[config.mk]
export PLATFORM = sky130hd
export DESIGN_NAME = rv_front_end
export DESIGN_NICKNAME = d
export VERILOG_FILES = /design/src/design/rv_front_pkg.sv /design/src/design/rv_front_end.sv /design/src/design/rv_decode_stage.sv /design/src/design/rv_fetch_buffer.sv /design/src/design/rv_fetch_unit.sv
export VERILOG_INCLUDE_DIRS = /design/src /design/src/design
export SDC_FILE = /design/constraint.sdc
export NUM_CORES = 1
export LEC_CHECK = 0
export BUFFER_PORTS_ARGS = -buffer_cell sky130_fd_sc_hd__buf_4
export CORE_ASPECT_RATIO = 2
export CORE_UTILIZATION = 50
export DETAILED_ROUTE_END_ITERATION = 12
export PLACE_DENSITY = 0.83
export SLEW_MARGIN = 20
export SYNTH_ARGS = -nofsm -noshare
export SYNTH_HDL_FRONTEND = slang
export SYNTH_SLANG_ARGS = --single-unit
[constraint.sdc]
create_clock -name clk -period 11.28 [get_ports clk]
set_input_delay 2.256 -clock clk [delete_from_list [all_inputs] [get_ports clk]]
set_output_delay 2.256 -clock clk [all_outputs]
set_load 0.02 [all_outputs]
[src/design/rv_front_config.svh]
// Widths, reset values and sizes of the fetch/decode front end, included by the package and RTL
`ifndef RV_FRONT_CONFIG_SVH
`define RV_FRONT_CONFIG_SVH

// ##########################################################
// Datapath
// ##########################################################

// Data, instruction and address width
`define RV_XLEN 32

// PC step between sequential instructions, in bytes
`define RV_ILEN_BYTES 4

// ##########################################################
// Fetch side
// ##########################################################

// First fetch address after reset
`define RV_PC_RESET 32'h0000_0000

// Fetch buffer entries, IF/ID register plus its skid slot
`define RV_FBUF_DEPTH 2

`endif
[src/design/rv_front_pkg.sv]
// Shared types of the front end: vector typedefs, opcode classes and the items passed along
package rv_front_pkg;

`include "rv_front_config.svh"

    // ##########################################################
    // Vector types
    // ##########################################################

    // Data or instruction word
    typedef logic [`RV_XLEN-1:0] word_t;
    // Byte address or PC
    typedef logic [`RV_XLEN-1:0] addr_t;
    // Register number x0..x31
    typedef logic [4:0]          reg_addr_t;
    // Minor opcode
    typedef logic [2:0]          funct3_t;
    // Major opcode, instr[6:0]
    typedef logic [6:0]          opcode_t;

    // RV32I major opcodes
    localparam opcode_t opc_r_alu  = 7'b011_0011;
    localparam opcode_t opc_i_alu  = 7'b001_0011;
    localparam opcode_t opc_load   = 7'b000_0011;
    localparam opcode_t opc_store  = 7'b010_0011;
    localparam opcode_t opc_branch = 7'b110_0011;
    localparam opcode_t opc_jal    = 7'b110_1111;
    localparam opcode_t opc_jalr   = 7'b110_0111;
    localparam opcode_t opc_lui    = 7'b011_0111;
    localparam opcode_t opc_auipc  = 7'b001_0111;
    // ECALL, EBREAK and CSR space
    localparam opcode_t opc_system = 7'b111_0011;
    localparam opcode_t opc_fence  = 7'b000_1111;

    // ##########################################################
    // Enums and items
    // ##########################################################

    // Decoded instruction class
    typedef enum logic [3:0] {
        r_alu, i_alu, load, store, branch, jal, jalr,
        lui, auipc, system, fence, illegal
    } op_class_t;

    // Fetch sequencer states
    typedef enum logic [1:0] {
        idle,
        wait_mem,
        // Read in flight whose word is thrown away
        drop
    } fetch_state_t;

    // Fetched word tagged with its address
    typedef struct packed {
        addr_t pc;
        word_t instr;
    } fetch_item_t;

    // Registered decode output
    typedef struct packed {
        addr_t     pc;
        op_class_t op_class;
        reg_addr_t rd;
        reg_addr_t rs1;
        reg_addr_t rs2;
        funct3_t   funct3;
        word_t     imm;
        logic      reg_write;
    } dec_item_t;

endpackage

[src/design/rv_front_end.sv]
// Front end top level: connects fetch unit, fetch buffer and decode stage to the outside ports
`timescale 1ns/1ps

module rv_front_end import rv_front_pkg::*; (
    input  logic      clk,
    input  logic      rstn,

    // Instruction memory port
    output logic      mem_req,
    output addr_t     mem_addr,
    input  logic      mem_ready,
    input  word_t     mem_rdata,

    // Taken branch or jump
    input  logic      redirect,
    input  addr_t     redirect_pc,

    // Downstream
    input  logic      hold,
    output logic      dec_valid,
    output dec_item_t dec_item,
    output logic      halt
);

    // Fetch to buffer
    logic        push;
    fetch_item_t push_item;
    logic        space;
    // Buffer to decode
    logic        pop;
    logic        head_valid;
    fetch_item_t head_item;

    rv_fetch_unit u_fetch (
        .clk         (clk),
        .rstn        (rstn),
        .redirect    (redirect),
        .redirect_pc (redirect_pc),
        .space       (space),
        .mem_req     (mem_req),
        .mem_addr    (mem_addr),
        .mem_ready   (mem_ready),
        .mem_rdata   (mem_rdata),
        .push        (push),
        .push_item   (push_item)
    );

    // Redirect empties the queue in the same cycle
    rv_fetch_buffer u_fbuf (
        .clk        (clk),
        .rstn       (rstn),
        .flush      (redirect),
        .push       (push),
        .push_item  (push_item),
        .space      (space),
        .pop        (pop),
        .head_valid (head_valid),
        .head_item  (head_item)
    );

    rv_decode_stage u_decode (
        .clk        (clk),
        .rstn       (rstn),
        .flush      (redirect),
        .head_valid (head_valid),
        .head_item  (head_item),
        .pop        (pop),
        .hold       (hold),
        .dec_valid  (dec_valid),
        .dec_item   (dec_item),
        .halt       (halt)
    );

endmodule

[src/design/rv_decode_stage.sv]
// Decode stage: turns the buffer head into a registered decoded item and flags ECALL/EBREAK
`timescale 1ns/1ps

module rv_decode_stage import rv_front_pkg::*; (
    input  logic        clk,
    input  logic        rstn,

    // Redirect, empties the output register
    input  logic        flush,

    // From the fetch buffer
    input  logic        head_valid,
    input  fetch_item_t head_item,
    output logic        pop,

    // Downstream stall
    input  logic        hold,

    // Decoded output
    output logic        dec_valid,
    output dec_item_t   dec_item,
    output logic        halt
);

    word_t     instr;
    opcode_t   opcode;
    op_class_t op_class;
    // Immediates of each format, sign-extended
    word_t     imm_i;
    word_t     imm_s;
    word_t     imm_b;
    word_t     imm_u;
    word_t     imm_j;
    dec_item_t dec_next;

    assign instr  = head_item.instr;
    assign opcode = instr[6:0];

    // ##########################################################
    // Field extraction
    // ##########################################################

    assign imm_i = {{20{instr[31]}}, instr[31:20]};
    assign imm_s = {{20{instr[31]}}, instr[31:25], instr[11:7]};
    // Branch offset, bit 0 implied zero
    assign imm_b = {{19{instr[31]}}, instr[31], instr[7], instr[30:25], instr[11:8], 1'b0};
    assign imm_u = {instr[31:12], 12'b0};
    // Jump offset, bit 0 implied zero
    assign imm_j = {{11{instr[31]}}, instr[31], instr[19:12], instr[20], instr[30:21], 1'b0};

    // Opcode class
    always_comb begin
        case (opcode)
            opc_r_alu:  op_class = r_alu;
            opc_i_alu:  op_class = i_alu;
            opc_load:   op_class = load;
            opc_store:  op_class = store;
            opc_branch: op_class = branch;
            opc_jal:    op_class = jal;
            opc_jalr:   op_class = jalr;
            opc_lui:    op_class = lui;
            opc_auipc:  op_class = auipc;
            opc_system: op_class = system;
            opc_fence:  op_class = fence;
            // Includes compressed encodings, bits 1:0 not 11
            default:    op_class = illegal;
        endcase
    end

    // ##########################################################
    // Decoded item
    // ##########################################################

    always_comb begin
        dec_next.pc       = head_item.pc;
        dec_next.op_class = op_class;
        dec_next.rd       = instr[11:7];
        dec_next.rs1      = instr[19:15];
        dec_next.rs2      = instr[24:20];
        dec_next.funct3   = instr[14:12];
        // Immediate picked by format of the class
        case (op_class)
            i_alu, load, jalr, system, fence: dec_next.imm = imm_i;
            store:                            dec_next.imm = imm_s;
            branch:                           dec_next.imm = imm_b;
            lui, auipc:                       dec_next.imm = imm_u;
            jal:                              dec_next.imm = imm_j;
            // R-type and illegal carry no immediate
            default:                          dec_next.imm = '0;
        endcase
        // Classes that write rd
        dec_next.reg_write = op_class inside {r_alu, i_alu, load, jal, jalr, lui, auipc};
    end

    // ##########################################################
    // Output register
    // ##########################################################

    // Take the head when the output is free or moving on
    assign pop = head_valid && !flush && (!dec_valid || !hold);

    always_ff @(posedge clk) begin
        if (!rstn) begin
            dec_valid <= 1'b0;
        end else if (flush) begin
            dec_valid <= 1'b0;
        end else if (pop) begin
            dec_valid <= 1'b1;
        end else if (!hold) begin
            // Consumed downstream, nothing new behind it
            dec_valid <= 1'b0;
        end
    end

    // Only loads on a pop, so hold freezes it
    always_ff @(posedge clk) begin
        if (pop) begin
            dec_item <= dec_next;
        end
    end

    // ECALL has imm 0, EBREAK imm 1, both with funct3 zero
    assign halt = dec_valid
                  && (dec_item.op_class == system)
                  && (dec_item.funct3 == 3'b000)
                  && ((dec_item.imm == word_t'(0)) || (dec_item.imm == word_t'(1)));

endmodule

[src/design/rv_fetch_buffer.sv]
// Fetch buffer: in-order queue of fetched words between the fetch unit and the decode stage
`timescale 1ns/1ps
`include "rv_front_config.svh"

module rv_fetch_buffer import rv_front_pkg::*; (
    input  logic        clk,
    input  logic        rstn,

    // Redirect, drops every queued word
    input  logic        flush,

    // From the fetch unit
    input  logic        push,
    input  fetch_item_t push_item,
    output logic        space,

    // To the decode stage
    input  logic        pop,
    output logic        head_valid,
    output fetch_item_t head_item
);

    localparam int depth = `RV_FBUF_DEPTH;
    localparam int ptr_w = (depth > 1) ? $clog2(depth) : 1;
    localparam int cnt_w = $clog2(depth + 1);

    // Entry storage
    fetch_item_t      entries [depth];
    logic [ptr_w-1:0] rd_ptr;
    logic [ptr_w-1:0] wr_ptr;
    // Number of valid entries
    logic [cnt_w-1:0] count;
    logic             do_push;
    logic             do_pop;

    // Pointer increment with wrap at depth
    function automatic logic [ptr_w-1:0] ptr_next(input logic [ptr_w-1:0] ptr);
        if (ptr == ptr_w'(depth - 1)) begin
            return '0;
        end
        return ptr + 1'b1;
    endfunction

    // ##########################################################
    // Status
    // ##########################################################

    assign head_valid = (count != '0);
    assign head_item  = entries[rd_ptr];

    // Free entry now, or the head drains this cycle
    assign space = (count < cnt_w'(depth)) || pop;

    assign do_push = push && !flush;
    assign do_pop  = pop && head_valid && !flush;

    // ##########################################################
    // Pointers and count
    // ##########################################################

    always_ff @(posedge clk) begin
        if (!rstn || flush) begin
            rd_ptr <= '0;
            wr_ptr <= '0;
            count  <= '0;
        end else begin
            if (do_push) begin
                wr_ptr <= ptr_next(wr_ptr);
            end
            if (do_pop) begin
                rd_ptr <= ptr_next(rd_ptr);
            end
            // Push and pop together leave the count as it is
            case ({do_push, do_pop})
                2'b10:   count <= count + 1'b1;
                2'b01:   count <= count - 1'b1;
                default: count <= count;
            endcase
        end
    end

    // Payload write
    always_ff @(posedge clk) begin
        if (do_push) begin
            entries[wr_ptr] <= push_item;
        end
    end

endmodule

[src/design/rv_fetch_unit.sv]
// Fetch unit: sequences the PC, issues one instruction read at a time and handles redirects
`timescale 1ns/1ps
`include "rv_front_config.svh"

module rv_fetch_unit import rv_front_pkg::*; (
    input  logic        clk,
    input  logic        rstn,

    // Taken branch or jump from downstream
    input  logic        redirect,
    input  addr_t       redirect_pc,

    // Room in the fetch buffer
    input  logic        space,

    // Instruction memory port
    output logic        mem_req,
    output addr_t       mem_addr,
    input  logic        mem_ready,
    input  word_t       mem_rdata,

    // Into the fetch buffer
    output logic        push,
    output fetch_item_t push_item
);

    // ##########################################################
    // State
    // ##########################################################

    fetch_state_t state;
    // Next address to fetch
    addr_t        pc;
    // Address of the read in flight
    addr_t        fetch_addr;

    // ##########################################################
    // Memory port and push
    // ##########################################################

    // Request held until the ready pulse, dropped in the ready cycle itself
    assign mem_req  = (state != idle) && !mem_ready;
    // Address stays on the captured value for the whole read
    assign mem_addr = fetch_addr;

    // Word goes to the buffer unless squashed by a redirect in the same cycle
    assign push = (state == wait_mem) && mem_ready && !redirect;

    // Tag with the address it came from
    assign push_item.pc    = fetch_addr;
    assign push_item.instr = mem_rdata;

    // ##########################################################
    // Sequencer
    // ##########################################################

    always_ff @(posedge clk) begin
        if (!rstn) begin
            state      <= idle;
            pc         <= `RV_PC_RESET;
            fetch_addr <= `RV_PC_RESET;
        end else begin
            case (state)
                idle: begin
                    // Redirect wins over starting a read from the old stream
                    if (redirect) begin
                        pc <= redirect_pc;
                    end else if (space) begin
                        fetch_addr <= pc;
                        state      <= wait_mem;
                    end
                end
                wait_mem: begin
                    if (redirect) begin
                        pc <= redirect_pc;
                        // Read still open, its word must be thrown away later
                        state <= mem_ready ? idle : drop;
                    end else if (mem_ready) begin
                        // Advance from the fetched address, not from pc
                        pc    <= fetch_addr + addr_t'(`RV_ILEN_BYTES);
                        state <= idle;
                    end
                end
                drop: begin
                    // A further redirect only moves the target
                    if (redirect) begin
                        pc <= redirect_pc;
                    end
                    if (mem_ready) begin
                        state <= idle;
                    end
                end
                default: begin
                    state <= idle;
                end
            endcase
        end
    end

endmodule

==> flow_metrics.tcl <==
set metrics [dict create \
    synthXorXnorAreaFrac 0.02322 \
    muxShareOfSynthArea 0.06546 \
    async_flop_share 0 \
    vias 7628 \
    first_pass_iters 7 \
    finalSetupViolCount 0 \
    startpoint_type "input port" \
    grt_max_degree 89 \
    hold_slack_ps 455.5 \
    worstPathArrival_ps 2640 \
    cts_tree "yes" \
    outcome "complete, no violations" \
    cts_resized 0 \
    clk_path_buf_depth 3 \
    drc 0 \
    die-height_um 214.8 \
    p_per_area_nw_per_um2 151.3 \
    cellLeakagePower_nw 4.959 \
    r2r_slack_ps 7780 \
    whs_endpoint "u_fetch.mem_addr[2]$_SDFFE_PN0P_" \
    numCtsBuffers 23 \
    h-tree-depth 1 \
    die-area_sq_um 23270 \
    syn_nets 930 \
    fin_skew_ps 18.75 \
    fin_crit_sh 0.4342 \
    fmax_mhz 204.2 \
    gp_congestion 0.9076 \
    criticalPathCategory "input port to output port" \
    synth_most_common_cell "edfxtp_1" \
    portBuffers 190 \
    routedWlPerCell_um 18.97 \
    core_area_sq_um 22160 \
    grt_pass1_wl_um 39050 \
    finalSetupTns_ps 0 \
    synth_top_family_by_area "simple AND/OR/NAND/NOR gates" \
    synth_area_leaders "edfxtp_1 57%, dfxtp_1 13%, mux2_2 3.7%" \
    layout-drive-gt1-share 0.2738 \
    holdCritPathClass "register to register" \
    dieWidth_um 108.4 \
    worst-path-max-fanout 4 \
    grt_pass1_vias 7275 \
    synth_top_flop_cell "edfxtp_1" \
    ir_worst_vdd_mv 0.1339 \
    synth_fa_ha_area_frac 0.002211 \
    clkTransAtPathRegs_ps 70 \
    clkLatencyLatePin_ps 520 \
    synth_top_area_cell "edfxtp_1" \
    cts-root-buf "clkbuf_16" \
    num_io_pins 191 \
    grt_setup_unrepaired "no" \
    slew_violations 0 \
    syn2layout_area_growth_pct 22.10 \
    r2r-end "u_decode.dec_item[21]$_DFFE_PP_" \
    grt_antenna_before_repair 0 \
    nNetsFinal 1113 \
    worstMarginPinSlew_ps 1065 \
    slew_headroom 0.2903 \
    final-hold-violation-count 0 \
    finalCoreUtilization 0.6235 \
    wirelength_um 25330 \
    synthCells 859 \
    syn_avg_cell_area_sq_um 13.17 \
    first_iter_violations 469 \
    critPathSlowestCell "buf_4" \
    cts_setup_buffers 0 \
    ys_types 54 \
    overflow 0 \
    synth_edf_count 215 \
    dp_hpwl_um 17150 \
    yosys.area_share.simple 0.09907 \
    cp-end-kind "output port" \
    hold_buffers 0 \
    yosysSeqAreaShare 0.6979 \
    startpoint "mem_ready" \
    synth_compound_area_frac 0.08912 \
    yosysWarnings 0 \
    fin_ws_ps 6382 \
    pre_cts_slack_ps 6398 \
    slowest_delay_ps 150 \
    min_period_ps 4898 \
    initial_utilization 0.5107 \
    cp_cell_sequence "buf_4, nor2_1, buf_4" \
    cts_sinks 287 \
    synth_top_cell_area_share 0.5705 \
    maxCapViolations 0 \
    grt_usage 0.2198 \
    min_delay_path_depth 2 \
    drtAntennaViolNets 0 \
    worstRegToRegCells 5 \
    hold_start "u_fetch.pc[2]$_SDFFE_PN0P_" \
    via_per_inst 5.714 \
    synth-seq-cells 287 \
    diodes 0 \
    syn-cell-area_sq_um 11320 \
    row_count 77 \
    synth.top_cells.by_count "215 x edfxtp_1, 101 x nand2_1, 72 x dfxtp_1" \
    required_ps 9020 \
    crit_top_cell "buf_4" \
]
-- sequential cells by signal, indices dropped and copies added (netlist names), named ones only --
register,cells
u_fbuf.wr_ptr,1
u_fetch.state,2
u_fbuf.entries,128
u_fetch.pc,32
u_decode.dec_valid,1
u_fetch.mem_addr,32
u_decode.dec_item,87
u_fbuf.rd_ptr,1
u_fbuf.count,2
-- metrics by stage --
| stage | cell area, sq um | instances | power [mW] |
|---|---|---|---|
| final | 13820 | 1335 | 2.090 |
| after global routing | 13820 | 1335 | 2.154 |
| after CTS | 13810 | 1335 | 2.102 |
| after detailed placement | 13000 | 1293 | 1.282 |
| after global placement | 13000 | 1293 | 1.278 |
| after floorplan | 11320 | 859 | 1.234 |
-- metal layers --
| metal | wire, um | GRT usage | share of wire | vias to the layer above |
|---|---|---|---|---|
| li1 | - | - | - | 3562 |
| met1 | 8699 | 0.2399 | 0.34 | 3688 |
| met2 | 14530 | 0.4208 | 0.57 | 330 |
| met3 | 1443 | 0.02578 | 0.057 | 48 |
| met4 | 655 | 0.08198 | 0.026 | 0 |
| met5 | 0 | 0 | 0 | - |
-- cell families after synthesis --
group / count (synthesis)
DFF: 287
and+or+nand+nor: 240
AOI/OAI and AO/OA: 167
muxes: 69
buffers and inverters: 64
xor gates and xnor gates: 30
adders and majority gates: 2
-- cell usage in the layout (no fill, tap or decap), types with 16 or more instances in the layout --
cell       netlist  layout
nand2_1        101     101
mux2_2          37      37
clkbuf_16        0      28
o22ai_1         16      16
a21oi_1         53      53
inv_1           24      24
nor2_1          51      50
buf_4            1     196
mux2i_1         31      30
nand3_1         28      28
o21ai_0         46      46
dfxtp_1         72      71
edfxtp_1       215     215
-- worst max-delay path by stage --
stage,endpoint,slack (ps),cells past startpoint
after global placement,mem_req,6410,3
after CTS,mem_req,6390,3
final,mem_req,6380,3
after detailed placement,mem_req,6400,3
after floorplan,u_decode.dec_item[0]$_DFFE_PP_,1680,2
after global routing,mem_req,6370,3
-- power breakdown --
part           leakage, nW  internal (mW)  switching (mW)  total (mW)
logic                 1.92         0.0411          0.0558      0.0970
registers             2.64           1.15          0.0161        1.16
clock network        0.404          0.464           0.367       0.831
total                 4.96           1.65           0.439        2.09
-- cell type report --
| cell class | count | area, sq um |
|---|---|---|
| clock buffers | 31 | 733.2 |
| clock inverters | 11 | 73.82 |
| fillers | 1705 | 8342 |
| inverters | 25 | 93.84 |
| multi-input cells | 508 | 3187 |
| flip-flops and latches | 287 | 7901 |
| well taps | 276 | 345.3 |
| repair buffers | 197 | 1483 |
-- critical path, delay by kind of cell --
| family | cells | cell delay (ps) |
|---|---|---|
| buffers and inverters | 2 | 270 |
| AND/OR/NAND/NOR | 1 | 110 |
Note: power is estimated with default switching activity, not from simulation.
